===== src/verilog/periph_pkg.sv =====
package periph_pkg;

    // --------------------------------------------------
    // Access port and register widths
    // --------------------------------------------------
    localparam int ADDR_WIDTH   = 16;
    localparam int DATA_WIDTH   = 32;
    localparam int OFFSET_WIDTH = 12;

    // --------------------------------------------------
    // Interrupt layout
    // --------------------------------------------------
    // Id 0 is reserved for "no interrupt"
    localparam int NUM_SOURCES    = 7;
    localparam int NUM_TARGETS    = 2;
    localparam int PRIO_WIDTH     = 3;
    localparam int ID_WIDTH       = $clog2(NUM_SOURCES + 1);
    localparam int NUM_TIMERS     = 2;
    localparam int NUM_EXT_IRQ    = 5;
    localparam int TIMER_IRQ_BASE = 1;
    localparam int EXT_IRQ_BASE   = 3;

    // Read data of every error response
    localparam logic [DATA_WIDTH-1:0] ERR_RDATA = 32'hdeadbeef;

    // PLIC register map
    localparam int PLIC_PRIO_OFS = 'h000;
    localparam int PLIC_PEND_OFS = 'h080;
    localparam int PLIC_EN_OFS   = 'h100;
    localparam int PLIC_CTX_OFS  = 'h200;

    // Timer register map, one block of registers per timer
    localparam int TIMER_STRIDE   = 'h10;
    localparam int TIMER_CNT_OFS  = 'h0;
    localparam int TIMER_CTRL_OFS = 'h4;
    localparam int TIMER_CMP_OFS  = 'h8;
    localparam int TIMER_STAT_OFS = 'hC;

    typedef logic [DATA_WIDTH-1:0]   data_t;
    typedef logic [OFFSET_WIDTH-1:0] offset_t;
    typedef logic [PRIO_WIDTH-1:0]   prio_t;
    typedef logic [ID_WIDTH-1:0]     id_t;

    // Region is taken from the address bits above the offset
    typedef enum logic [ADDR_WIDTH-OFFSET_WIDTH-1:0] {
        REGION_PLIC  = 'd0,
        REGION_TIMER = 'd1,
        REGION_SPI   = 'd2,
        REGION_ETH   = 'd3,
        REGION_DMA   = 'd4,
        REGION_IOMMU = 'd5
    } region_e;

    typedef enum logic [1:0] {
        IDLE,
        ACCESS,
        RESPOND
    } bridge_state_e;

endpackage


===== src/verilog/reg_bus_if.sv =====
`timescale 1ns/1ps

// Single-cycle register access from the bridge to one peripheral
interface reg_bus_if;

    logic                  valid;
    logic                  write;
    periph_pkg::offset_t   addr;
    periph_pkg::data_t     wdata;
    periph_pkg::data_t     rdata;
    logic                  err;

    modport bridge (
        output valid,
        output write,
        output addr,
        output wdata,
        input  rdata,
        input  err
    );

    // Peripheral answers combinationally in the cycle valid is high
    modport periph (
        input  valid,
        input  write,
        input  addr,
        input  wdata,
        output rdata,
        output err
    );

endinterface


===== src/verilog/periph_bridge.sv =====
`timescale 1ns/1ps

module periph_bridge (
    input  logic                              clk_i,
    input  logic                              rst_i,
    input  logic                              req_valid_i,
    input  logic                              req_write_i,
    input  logic [periph_pkg::ADDR_WIDTH-1:0] req_addr_i,
    input  logic [periph_pkg::DATA_WIDTH-1:0] req_wdata_i,
    output logic                              req_ready_o,
    output logic                              rsp_valid_o,
    input  logic                              rsp_ready_i,
    output logic [periph_pkg::DATA_WIDTH-1:0] rsp_rdata_o,
    output logic                              rsp_err_o,
    reg_bus_if.bridge                         plic_bus,
    reg_bus_if.bridge                         timer_bus
);

    periph_pkg::bridge_state_e state_q;
    periph_pkg::region_e       region_q;
    logic                      write_q;
    periph_pkg::offset_t       offset_q;
    periph_pkg::data_t         wdata_q;
    periph_pkg::data_t         rsp_rdata_q;
    logic                      rsp_err_q;

    logic                      sel_plic;
    logic                      sel_timer;
    logic                      acc_err;
    periph_pkg::data_t         acc_rdata;

    // --------------------------------------------------
    // Handshake FSM
    // --------------------------------------------------
    always_ff @(posedge clk_i) begin
        if (rst_i) begin
            state_q <= periph_pkg::IDLE;
        end else begin
            case (state_q)
                periph_pkg::IDLE:    if (req_valid_i) state_q <= periph_pkg::ACCESS;
                periph_pkg::ACCESS:  state_q <= periph_pkg::RESPOND;
                periph_pkg::RESPOND: if (rsp_ready_i) state_q <= periph_pkg::IDLE;
                default:             state_q <= periph_pkg::IDLE;
            endcase
        end
    end

    assign req_ready_o = (state_q == periph_pkg::IDLE);
    assign rsp_valid_o = (state_q == periph_pkg::RESPOND);

    // Request and response payload
    always_ff @(posedge clk_i) begin
        if (rst_i) begin
            write_q     <= 1'b0;
            region_q    <= periph_pkg::REGION_PLIC;
            offset_q    <= '0;
            wdata_q     <= '0;
            rsp_err_q   <= 1'b0;
            rsp_rdata_q <= '0;
        end else begin
            if (state_q == periph_pkg::IDLE && req_valid_i) begin
                write_q  <= req_write_i;
                region_q <= periph_pkg::region_e'(
                    req_addr_i[periph_pkg::ADDR_WIDTH-1:periph_pkg::OFFSET_WIDTH]);
                offset_q <= req_addr_i[periph_pkg::OFFSET_WIDTH-1:0];
                wdata_q  <= req_wdata_i;
            end
            if (state_q == periph_pkg::ACCESS) begin
                rsp_err_q   <= acc_err;
                rsp_rdata_q <= acc_err ? periph_pkg::ERR_RDATA : (write_q ? '0 : acc_rdata);
            end
        end
    end

    assign rsp_rdata_o = rsp_rdata_q;
    assign rsp_err_o   = rsp_err_q;

    // --------------------------------------------------
    // Region decode
    // --------------------------------------------------
    always_comb begin
        sel_plic  = 1'b0;
        sel_timer = 1'b0;
        case (region_q)
            periph_pkg::REGION_PLIC:  sel_plic  = 1'b1;
            periph_pkg::REGION_TIMER: sel_timer = 1'b1;
            // Peripherals not present in this subsystem answer with an error
            periph_pkg::REGION_SPI, periph_pkg::REGION_ETH,
            periph_pkg::REGION_DMA, periph_pkg::REGION_IOMMU: ;
            default: ;
        endcase
    end

    always_comb begin
        acc_err   = 1'b1;
        acc_rdata = '0;
        if (sel_plic) begin
            acc_err   = plic_bus.err;
            acc_rdata = plic_bus.rdata;
        end else if (sel_timer) begin
            acc_err   = timer_bus.err;
            acc_rdata = timer_bus.rdata;
        end
    end

    assign plic_bus.valid  = (state_q == periph_pkg::ACCESS) && sel_plic;
    assign plic_bus.write  = write_q;
    assign plic_bus.addr   = offset_q;
    assign plic_bus.wdata  = wdata_q;

    assign timer_bus.valid = (state_q == periph_pkg::ACCESS) && sel_timer;
    assign timer_bus.write = write_q;
    assign timer_bus.addr  = offset_q;
    assign timer_bus.wdata = wdata_q;

endmodule


===== src/verilog/periph_plic.sv =====
`timescale 1ns/1ps

module periph_plic (
    input  logic                               clk_i,
    input  logic                               rst_i,
    reg_bus_if.periph                          bus,
    input  logic [periph_pkg::NUM_SOURCES-1:0] irq_sources_i,
    output logic [periph_pkg::NUM_TARGETS-1:0] irq_o
);

    // Per-id state is indexed by the id itself
    periph_pkg::prio_t                   prio_q      [1:periph_pkg::NUM_SOURCES];
    logic [periph_pkg::NUM_SOURCES:1]    pending_q;
    logic [periph_pkg::NUM_SOURCES:1]    claimed_q;
    logic [periph_pkg::NUM_SOURCES:1]    enable_q    [periph_pkg::NUM_TARGETS];
    periph_pkg::prio_t                   threshold_q [periph_pkg::NUM_TARGETS];
    logic [periph_pkg::NUM_TARGETS-1:0]  irq_q;

    periph_pkg::id_t                     best_id     [periph_pkg::NUM_TARGETS];
    periph_pkg::prio_t                   best_prio   [periph_pkg::NUM_TARGETS];
    periph_pkg::id_t                     done_id;

    logic                                wr_en;
    logic                                rd_en;
    logic [periph_pkg::NUM_SOURCES:1]    prio_we;
    logic [periph_pkg::NUM_TARGETS-1:0]  en_we;
    logic [periph_pkg::NUM_TARGETS-1:0]  thr_we;
    logic [periph_pkg::NUM_TARGETS-1:0]  claim_re;
    logic [periph_pkg::NUM_TARGETS-1:0]  done_we;

    assign wr_en   = bus.valid && bus.write;
    assign rd_en   = bus.valid && !bus.write;
    assign done_id = bus.wdata[periph_pkg::ID_WIDTH-1:0];

    // --------------------------------------------------
    // Register decode
    // --------------------------------------------------
    always_comb begin
        bus.rdata = '0;
        bus.err   = 1'b1;
        prio_we   = '0;
        en_we     = '0;
        thr_we    = '0;
        claim_re  = '0;
        done_we   = '0;
        for (int n = 1; n <= periph_pkg::NUM_SOURCES; n++) begin
            if (bus.addr == periph_pkg::offset_t'(periph_pkg::PLIC_PRIO_OFS + 4 * n)) begin
                bus.err    = 1'b0;
                bus.rdata  = periph_pkg::data_t'(prio_q[n]);
                prio_we[n] = wr_en;
            end
        end
        // Pending is read-only, writes are dropped
        if (bus.addr == periph_pkg::offset_t'(periph_pkg::PLIC_PEND_OFS)) begin
            bus.err   = 1'b0;
            bus.rdata = periph_pkg::data_t'({pending_q, 1'b0});
        end
        for (int t = 0; t < periph_pkg::NUM_TARGETS; t++) begin
            if (bus.addr == periph_pkg::offset_t'(periph_pkg::PLIC_EN_OFS + 4 * t)) begin
                bus.err   = 1'b0;
                bus.rdata = periph_pkg::data_t'({enable_q[t], 1'b0});
                en_we[t]  = wr_en;
            end
            if (bus.addr == periph_pkg::offset_t'(periph_pkg::PLIC_CTX_OFS + 8 * t)) begin
                bus.err   = 1'b0;
                bus.rdata = periph_pkg::data_t'(threshold_q[t]);
                thr_we[t] = wr_en;
            end
            // Read claims, write completes
            if (bus.addr == periph_pkg::offset_t'(periph_pkg::PLIC_CTX_OFS + 8 * t + 4)) begin
                bus.err     = 1'b0;
                bus.rdata   = periph_pkg::data_t'(best_id[t]);
                claim_re[t] = rd_en;
                done_we[t]  = wr_en;
            end
        end
    end

    // Highest enabled pending priority per target, lower id wins a tie
    always_comb begin
        for (int t = 0; t < periph_pkg::NUM_TARGETS; t++) begin
            best_id[t]   = '0;
            best_prio[t] = '0;
            for (int n = 1; n <= periph_pkg::NUM_SOURCES; n++) begin
                if (pending_q[n] && enable_q[t][n] && prio_q[n] > best_prio[t]) begin
                    best_id[t]   = periph_pkg::id_t'(n);
                    best_prio[t] = prio_q[n];
                end
            end
        end
    end

    // --------------------------------------------------
    // Gateways, claim/complete and target outputs
    // --------------------------------------------------
    always_ff @(posedge clk_i) begin
        if (rst_i) begin
            for (int n = 1; n <= periph_pkg::NUM_SOURCES; n++) prio_q[n] <= '0;
            for (int t = 0; t < periph_pkg::NUM_TARGETS; t++) begin
                enable_q[t]    <= '0;
                threshold_q[t] <= '0;
            end
            pending_q <= '0;
            claimed_q <= '0;
            irq_q     <= '0;
        end else begin
            for (int n = 1; n <= periph_pkg::NUM_SOURCES; n++) begin
                if (prio_we[n]) prio_q[n] <= bus.wdata[periph_pkg::PRIO_WIDTH-1:0];
                // Level gateway holds off while the id is in service
                if (irq_sources_i[n-1] && !claimed_q[n]) pending_q[n] <= 1'b1;
            end
            for (int t = 0; t < periph_pkg::NUM_TARGETS; t++) begin
                if (en_we[t]) enable_q[t] <= bus.wdata[periph_pkg::NUM_SOURCES:1];
                if (thr_we[t]) threshold_q[t] <= bus.wdata[periph_pkg::PRIO_WIDTH-1:0];
                if (claim_re[t] && best_id[t] != '0) begin
                    pending_q[best_id[t]] <= 1'b0;
                    claimed_q[best_id[t]] <= 1'b1;
                end
                if (done_we[t] && done_id != '0) claimed_q[done_id] <= 1'b0;
                irq_q[t] <= best_prio[t] > threshold_q[t];
            end
        end
    end

    assign irq_o = irq_q;

endmodule


===== src/verilog/periph_timer.sv =====
`timescale 1ns/1ps

module periph_timer (
    input  logic                              clk_i,
    input  logic                              rst_i,
    reg_bus_if.periph                         bus,
    output logic [periph_pkg::NUM_TIMERS-1:0] irq_o
);

    periph_pkg::data_t                  cnt_q  [periph_pkg::NUM_TIMERS];
    periph_pkg::data_t                  cmp_q  [periph_pkg::NUM_TIMERS];
    logic [periph_pkg::NUM_TIMERS-1:0]  en_q;
    logic [periph_pkg::NUM_TIMERS-1:0]  stat_q;

    logic                               wr_en;
    logic [periph_pkg::NUM_TIMERS-1:0]  cnt_we;
    logic [periph_pkg::NUM_TIMERS-1:0]  ctrl_we;
    logic [periph_pkg::NUM_TIMERS-1:0]  cmp_we;
    logic [periph_pkg::NUM_TIMERS-1:0]  stat_we;

    assign wr_en = bus.valid && bus.write;

    // --------------------------------------------------
    // Register decode
    // --------------------------------------------------
    always_comb begin
        bus.rdata = '0;
        bus.err   = 1'b1;
        cnt_we    = '0;
        ctrl_we   = '0;
        cmp_we    = '0;
        stat_we   = '0;
        for (int i = 0; i < periph_pkg::NUM_TIMERS; i++) begin
            if (bus.addr == periph_pkg::offset_t'(periph_pkg::TIMER_STRIDE * i
                                                  + periph_pkg::TIMER_CNT_OFS)) begin
                bus.err   = 1'b0;
                bus.rdata = cnt_q[i];
                cnt_we[i] = wr_en;
            end
            if (bus.addr == periph_pkg::offset_t'(periph_pkg::TIMER_STRIDE * i
                                                  + periph_pkg::TIMER_CTRL_OFS)) begin
                bus.err    = 1'b0;
                bus.rdata  = periph_pkg::data_t'(en_q[i]);
                ctrl_we[i] = wr_en;
            end
            if (bus.addr == periph_pkg::offset_t'(periph_pkg::TIMER_STRIDE * i
                                                  + periph_pkg::TIMER_CMP_OFS)) begin
                bus.err   = 1'b0;
                bus.rdata = cmp_q[i];
                cmp_we[i] = wr_en;
            end
            if (bus.addr == periph_pkg::offset_t'(periph_pkg::TIMER_STRIDE * i
                                                  + periph_pkg::TIMER_STAT_OFS)) begin
                bus.err    = 1'b0;
                bus.rdata  = periph_pkg::data_t'(stat_q[i]);
                stat_we[i] = wr_en;
            end
        end
    end

    // --------------------------------------------------
    // Counters
    // --------------------------------------------------
    always_ff @(posedge clk_i) begin
        if (rst_i) begin
            for (int i = 0; i < periph_pkg::NUM_TIMERS; i++) begin
                cnt_q[i] <= '0;
                cmp_q[i] <= '0;
            end
            en_q   <= '0;
            stat_q <= '0;
        end else begin
            for (int i = 0; i < periph_pkg::NUM_TIMERS; i++) begin
                if (stat_we[i] && bus.wdata[0]) stat_q[i] <= 1'b0;
                // Compare hit wraps the counter and raises the flag
                if (en_q[i] && cnt_q[i] == cmp_q[i]) begin
                    cnt_q[i]  <= '0;
                    stat_q[i] <= 1'b1;
                end else if (en_q[i]) begin
                    cnt_q[i] <= cnt_q[i] + 1'b1;
                end
                if (cnt_we[i]) cnt_q[i] <= bus.wdata;
                if (ctrl_we[i]) en_q[i] <= bus.wdata[0];
                if (cmp_we[i]) cmp_q[i] <= bus.wdata;
            end
        end
    end

    assign irq_o = stat_q;

endmodule


===== src/verilog/periph_top.sv =====
`timescale 1ns/1ps

module periph_top (
    input  logic                               clk_i,
    input  logic                               rst_i,
    input  logic                               req_valid_i,
    output logic                               req_ready_o,
    input  logic                               req_write_i,
    input  logic [periph_pkg::ADDR_WIDTH-1:0]  req_addr_i,
    input  logic [periph_pkg::DATA_WIDTH-1:0]  req_wdata_i,
    output logic                               rsp_valid_o,
    input  logic                               rsp_ready_i,
    output logic [periph_pkg::DATA_WIDTH-1:0]  rsp_rdata_o,
    output logic                               rsp_err_o,
    input  logic [periph_pkg::NUM_EXT_IRQ-1:0] ext_irq_i,
    output logic [periph_pkg::NUM_TARGETS-1:0] irq_o
);

    logic [periph_pkg::NUM_TIMERS-1:0]  timer_irq;
    logic [periph_pkg::NUM_SOURCES-1:0] irq_sources;

    reg_bus_if plic_bus ();
    reg_bus_if timer_bus ();

    // Source vector bit n-1 carries id n
    assign irq_sources[periph_pkg::TIMER_IRQ_BASE-1 +: periph_pkg::NUM_TIMERS] = timer_irq;
    assign irq_sources[periph_pkg::EXT_IRQ_BASE-1 +: periph_pkg::NUM_EXT_IRQ]  = ext_irq_i;

    periph_bridge i_bridge (
        .clk_i       ( clk_i       ),
        .rst_i       ( rst_i       ),
        .req_valid_i ( req_valid_i ),
        .req_write_i ( req_write_i ),
        .req_addr_i  ( req_addr_i  ),
        .req_wdata_i ( req_wdata_i ),
        .req_ready_o ( req_ready_o ),
        .rsp_valid_o ( rsp_valid_o ),
        .rsp_ready_i ( rsp_ready_i ),
        .rsp_rdata_o ( rsp_rdata_o ),
        .rsp_err_o   ( rsp_err_o   ),
        .plic_bus    ( plic_bus    ),
        .timer_bus   ( timer_bus   )
    );

    periph_plic i_plic (
        .clk_i         ( clk_i       ),
        .rst_i         ( rst_i       ),
        .bus           ( plic_bus    ),
        .irq_sources_i ( irq_sources ),
        .irq_o         ( irq_o       )
    );

    periph_timer i_timer (
        .clk_i ( clk_i     ),
        .rst_i ( rst_i     ),
        .bus   ( timer_bus ),
        .irq_o ( timer_irq )
    );

endmodule


===== config.mk =====
export PLATFORM = sky130hd
export DESIGN_NAME = periph_top
export DESIGN_NICKNAME = d
export VERILOG_FILES = /design/src/verilog/periph_pkg.sv /design/src/verilog/reg_bus_if.sv /design/src/verilog/periph_bridge.sv /design/src/verilog/periph_plic.sv /design/src/verilog/periph_timer.sv /design/src/verilog/periph_top.sv
export SDC_FILE = /design/constraint.sdc
export NUM_CORES = 1
export LEC_CHECK = 0
export BUFFER_PORTS_ARGS = -buffer_cell sky130_fd_sc_hd__buf_2
export CAP_MARGIN = 10
export CORE_UTILIZATION = 60
export CTS_CLUSTER_SIZE = 16
export DETAILED_ROUTE_END_ITERATION = 10
export PLACE_DENSITY_LB_ADDON = 0.3
export SLEW_MARGIN = 10
export SYNTH_ARGS = -nofsm -noshare
export SYNTH_HDL_FRONTEND = slang
export SYNTH_SLANG_ARGS = --single-unit

===== constraint.sdc =====
create_clock -name clk_i -period 10.16 [get_ports clk_i]
set_input_delay 1.016 -clock clk_i [delete_from_list [all_inputs] [get_ports clk_i]]
set_output_delay 1.016 -clock clk_i [all_outputs]
set_load 0.03 [all_outputs]

==> out/metrics.yaml, run 1 <==
areaGrowthSynthToFinish_pct: 12.6
ant_nets: 0
rsz0062_at_grt: "no"
vias: 13200
dp_hpwl_um: 31800
post-place-ws_ps: 415
grt_pass1_vias: 12600
tightest_slew_ps: 1220
max-vdd-ir-drop_v: 0.000149
cp.arrival_ps: 9790
ys_ff_latch: 273
finalCriticalPeriod_ps: 9380
cp_slowest_cell: "edfxtp_1"
skew_ps: 18.9
wirelength_um: 45300
path_max_fanout: 11
cts.hold.buffers_added: 0
viasPerCell: 6.51
core_um2: 24300
start_util_pct: 61.3
cp_common_cell: "nor2_1"
yosys.area.top_type_share_pct: 34.0
required_ps: 10570
synth_edf_count: 169
synthDistinctLibCells: 82
die_area_um2: 25500
synth_common_cells: "nand2_1, edfxtp_1, nor2_1, a21oi_1, dfxtp_1"
reg2reg_slack_ps: 780
worstSetupEndpoint: "i_plic.irq_o[0]"
path_class: "flip-flop to flip-flop"
gp_congestion: 0.986
tns_ps: 0
syn_avg_cell_area_um2: 9.23
status: "finished clean"
synth_cells: 1616
setup_violations: 0
r2r-end: "i_plic.irq_o[0]"
ys_seq_area_share_pct: 48.0
n_antenna_cell: 0
yosys_warnings: 0
power_density_nw_per_um2: 166
rows: 57
clock-sinks: 273
die_w_um: 160
drive_above_1_share_pct: 12.8
synthesis.nets: 1713
syn_area_um2: 14900
clkLatencyLatePin_ps: 570
fin_ws_ps: 783
fmax_mhz: 107
drt_iter0_drc: 1752
globalRouteTotalUtil_pct: 35.8
synth.area.top_cells: "edfxtp_1, dfxtp_1, nand2_1, xnor2_1, a21oi_1"
crit_path_start_kind: "flip-flop"
cts_buffers: 29
synthArstFlopShare_pct: 0
period_share_pct: 92.3
rr_startpoint: "i_plic.prio_q[1][1]"
ios: 95
hold_class: "flip-flop to flip-flop"
fin_hold_ws_ps: 455
drc: 0
synth_flop_cell: "edfxtp_1"
crit_path_start: "i_plic.prio_q[1][1]"
wl_per_cell_um: 22.4
fp.dieH_um: 160
critPathMaxStageDelay_ps: 460
grt_max_degree: 72
drv_slew: 0
end_kind: "flip-flop"
leakagePower_nw: 6.11
reg2reg_depth: 48
finalNetCount: 1774
synth_top_cell_by_area: "edfxtp_1"
synth_most_common_cell: "nand2_1"
drv_cap: 0
grt_remaining_overflow: 0
cts.path.max_buffers: 3
firstDrtPassIters: 8
cts_root_buf: "clkbuf_16"
cts_tree: "built"
path_clk_slew_ps: 60
portBuffers: 94
hold_viol: 0
antenna_found_initial: 0
grt_pass1_wl_um: 70900
h-tree-depth: 1
maxSlewHeadroom_pct: 18.6
[layout by cell type (no fill, tap or decap), drive strengths merged, types with 26 or more instances in the layout]
| cell | netlist | final |
|---|---|---|
| nand2 | 266 | 266 |
| edfxtp | 169 | 169 |
| nor2 | 147 | 147 |
| buf | 12 | 113 |
| a21oi | 111 | 111 |
| dfxtp | 104 | 104 |
| o21ai | 96 | 96 |
| xnor2 | 84 | 84 |
| nand3 | 59 | 59 |
| and2 | 49 | 49 |
| inv | 46 | 47 |
| clkbuf | 71 | 43 |
| xor2 | 41 | 41 |
| ha | 39 | 39 |
| nor3 | 36 | 36 |
| nand4 | 33 | 33 |
| a222oi | 32 | 32 |
| and3 | 26 | 26 |
[worst min-delay path by stage]
stage                               startpoint                         end  slack [ps]  depth (start not counted)
finish              i_bridge.plic_bus.wdata[1]  i_bridge.plic_bus.wdata[1]         450                          2
global placement          i_bridge.region_q[1]        i_bridge.region_q[1]         440                          2
CTS                 i_bridge.plic_bus.wdata[1]  i_bridge.plic_bus.wdata[1]         460                          2
global route              i_bridge.region_q[3]        i_bridge.region_q[3]         480                          2
detailed placement  i_bridge.plic_bus.wdata[1]  i_bridge.plic_bus.wdata[1]         450                          2
floorplan           i_bridge.plic_bus.addr[10]  i_bridge.plic_bus.addr[10]         430                          2
[cells by family (layout without fill, tap and decap cells)]
family,count (synthesis),count (layout),synth area share (%)
AO/OA/AOI/OAI,346,346,15.0
XOR/XNOR,125,125,7.34
adder cells (fa/ha/maj),39,39,3.27
buffers and inverters,129,213,3.36
flip-flops,273,273,48.0
multiplexers,17,17,1.28
AND/OR/NAND/NOR,687,687,21.8
[sequential cells by signal, summed over array words and instances (netlist names)]
| register | flops |
|---|---|
| i_plic.irq_o | 2 |
| i_bridge.rsp_err_o | 1 |
| i_plic.enable_q | 14 |
| i_timer.en_q | 2 |
| i_plic.prio_q | 21 |
| i_bridge.state_q | 2 |
| i_timer.irq_o | 2 |
| i_bridge.region_q | 4 |
| i_plic.claimed_q | 7 |
| i_bridge.plic_bus.addr | 12 |
| i_plic.pending_q | 7 |
| i_bridge.rsp_rdata_o | 32 |
| i_bridge.plic_bus.wdata | 32 |
| i_bridge.plic_bus.write | 1 |
| i_timer.cnt_q | 64 |
| i_plic.threshold_q | 6 |
| i_timer.cmp_q | 64 |
[layer usage]
layer,track usage (%),vias to the layer above,part of all wire (%)
li1,-,5936,-
met1,51.9,6217,40
met2,53.2,903,43
met3,8.08,116,14
met4,11.5,0,3.1
met5,0,-,0
[critical path: cells and delay by family (launching register included)]
family | cells | cell delay, ps
multiplexers | 3 | 880
adder cells (fa/ha/maj) | 7 | 1640
flip-flops | 1 | 460
AO/OA/AOI/OAI | 17 | 3330
buffers and inverters | 5 | 470
AND/OR/NAND/NOR | 16 | 2450
[cell type report]
cell class / count / area [um2]
timing repair buffer: 113 / 616
clock inverter: 11 / 195
fill: 1904 / 7520
multi-input combinational: 1214 / 7340
sequential: 273 / 7160
tap: 324 / 405
inverter: 46 / 173
clock buffer: 43 / 916
[metrics by stage]
step | utilization, % | total power, W | area [um2] | std cells
finish | 69.1 | 0.00279 | 16800 | 2024
global route | 69.1 | 0.00286 | 16800 | 2024
CTS | 69.0 | 0.00278 | 16800 | 2023
detailed placement | 64.4 | 0.00159 | 15700 | 1969
global placement | 64.4 | 0.00158 | 15700 | 1969
floorplan | - | 0.00148 | 14900 | 1616
[power by group]
part	switching [W]	total, W	leakage [nW]	internal (W)
Combinational	0.000197	0.000301	2.96	0.000104
Clock	0.000454	0.00121	0.553	0.000752
Sequential	0.0000589	0.00128	2.60	0.00122
[what timing repair did]
item | 4_1_cts | 5_1_grt
hold endpoints to repair | 0 | 0
gates resized for setup | 0 | 4
endpoints found under the setup margin | 0 | 17
buffers inserted | 0 | 1
Note: power is estimated with default switching activity, not from simulation.
==> run 2, diff against run 1 <==
--- a/config.mk
+++ b/config.mk
@@ -5,6 +5,7 @@
 export SDC_FILE = /design/constraint.sdc
 export NUM_CORES = 1
 export LEC_CHECK = 0
+export ABC_AREA = 1
 export BUFFER_PORTS_ARGS = -buffer_cell sky130_fd_sc_hd__buf_2
 export CAP_MARGIN = 10
 export CORE_UTILIZATION = 60
==> run 2 against run 1 <==
Core utilization decreased by 1.4 points. Synthesized cell count increased by 13%. Sequential cell count unchanged. Power decreased by 6.2%. Fmax increased by 5.9%. First-iteration DRC count decreased by 12%. Clock power decreased by 15%. Largest cell class is now sequential cells.
==> out/metrics.yaml, run 2 <==
status: "finished clean"
ys_ff_latch: 273
synth_common_cells: "nand2_1, inv_1, edfxtp_1, o21ai_0, nor2_1"
power_density_nw_per_um2: 154
dp_hpwl_um: 36800
met1_length_um: 18900
crit_path_start_kind: "flip-flop"
p_sw_share_pct: 27.5
maxSlewHeadroom_pct: 24.0
synthesis.nets: 1929
h-tree-depth: 1
synth_edf_count: 169
layout_common_cells: "nand2_1, inv_1, edfxtp_1, o21ai_0, nor2_1"
drv_slew: 0
fmax_mhz: 113
required_ps: 10610
hold_class: "flip-flop to flip-flop"
die_area_um2: 26200
finalNetCount: 2000
grt_pass1_vias: 13400
period_share_pct: 87.1
yosys.area.top_type_share_pct: 33.1
tns_ps: 0
p_switching_w: 0.000719
p_clk_share_pct: 39.4
finalPower_w: 0.00262
placed_cells: 2202
ys_seq_area_share_pct: 46.7
fin_hold_ws_ps: 474
power_frac_seq_pct: 48.5
synth_top_cell_by_area: "edfxtp_1"
die_w_um: 162
rsz0062_at_grt: "no"
syn_area_um2: 15300
areaGrowthSynthToFinish_pct: 11.0
ant_nets: 0
yosys_warnings: 0
cts.hold.buffers_added: 0
synth_cells: 1832
end_kind: "flip-flop"
final_cells: 2256
clock-sinks: 273
clkLatencyLatePin_ps: 570
antenna_found_initial: 3
fp.dieH_um: 162
cts.path.max_buffers: 3
fin_ws_ps: 1310
globalRouteTotalUtil_pct: 38.9
setup_violations: 0
cts_buffers: 29
drive_above_1_share_pct: 11.7
grt_max_degree: 104
gp_congestion: 1.07
cts-resized-gates: 0
wirelength_um: 50600
synth_flop_cell: "edfxtp_1"
path_clk_slew_ps: 60
layout_commonest_cell: "nand2_1"
max-vdd-ir-drop_v: 0.000156
reg_top3: "i_timer.cmp_q (64), i_timer.cnt_q (64)"
cts_tree: "built"
start_util_pct: 61.0
viasPerCell: 6.24
met3_length_um: 4430
critPathMaxStageDelay_ps: 420
finalCriticalPeriod_ps: 8850
hold_viol: 0
top_layer_used: "met5"
cp_slowest_cell: "edfxtp_1"
synthArstFlopShare_pct: 0
firstDrtPassIters: 5
wl_per_cell_um: 22.4
post-place-ws_ps: 1450
vias: 14100
tightest_slew_ps: 1130
synthDistinctLibCells: 54
pwr-share-comb_pct: 12.1
path_max_fanout: 8
path_class: "flip-flop to flip-flop"
syn_avg_cell_area_um2: 8.36
drt_iter0_drc: 1548
synth_most_common_cell: "nand2_1"
n_antenna_cell: 0
grt_pass1_wl_um: 77400
portBuffers: 94
leakagePower_nw: 6.70
wl_met2_um: 23500
skew_ps: 22.2
drc: 0
core_um2: 25100
drv_cap: 0
grt_remaining_overflow: 0
cts_root_buf: "clkbuf_16"
ios: 95
post_cts_buffers: 0
rows: 58
cp.arrival_ps: 9300
intPower_w: 0.00190
synth.area.top_cells: "edfxtp_1, dfxtp_1, nand2_1, inv_1, o21ai_0"
## run 2: final timing paths
check / startpoint / endpoint / slack, ps / cells after the start
worst max register to register: i_plic.prio_q[1][1] / i_plic.pending_q[4] / 1310 / 50
worst min-delay path: i_bridge.rsp_rdata_o[8] / i_bridge.rsp_rdata_o[8] / 470 / 2
worst min register to register: i_bridge.rsp_rdata_o[8] / i_bridge.rsp_rdata_o[8] / 470 / 2
worst max-delay path: i_plic.prio_q[1][1] / i_plic.pending_q[4] / 1310 / 50
## run 2: per-layer routing
metal	track usage (%)	vias to the layer above
li1	-	6521
met1	47.7	6552
met2	63.2	780
met3	6.51	210
met4	26.0	6
met5	0	-
## run 2: area by class of cell
class	count	area [um2]
clock buffers	43	811
clock inverters	11	104
fillers	2085	8100
inverters	269	1010
multi-input cells	1221	6930
flip-flops and latches	273	7160
well taps	330	413
repair buffers	109	583
## run 2: power groups by stage
stage	clock network [W]	logic, W	registers (W)
after floorplan	0	0.000190	0.00130
after global placement	0	0.000303	0.00129
after detailed placement	0	0.000310	0.00129
after CTS	0.00103	0.000311	0.00127
after global routing	0.00107	0.000344	0.00127
final	0.00103	0.000316	0.00127
## run 2: logic make-up (layout without fill, tap and decap cells)
family	after synthesis	after routing	synth area share, %
compound gates	448	448	17.4
flops	273	273	46.7
fa+ha+maj	39	39	3.18
buf+inv	338	432	8.31
simple gates	654	654	19.9
xor+xnor	80	80	4.57
## run 2: stage by stage
stage                     utilization [%]  instance area (um2)
after global placement               64.1                16100
after detailed placement             64.1                16100
after floorplan                         -                15300
after global routing                 67.7                17000
after CTS                            67.7                17000
final                                67.7                17000
## run 2: worst max-delay path, delay by kind of cell, from the launching register on
kind,cells,cell delay [ps]
flops,1,420
simple gates,24,3510
buf+inv,7,710
compound gates,13,2100
fa+ha+maj,6,2020
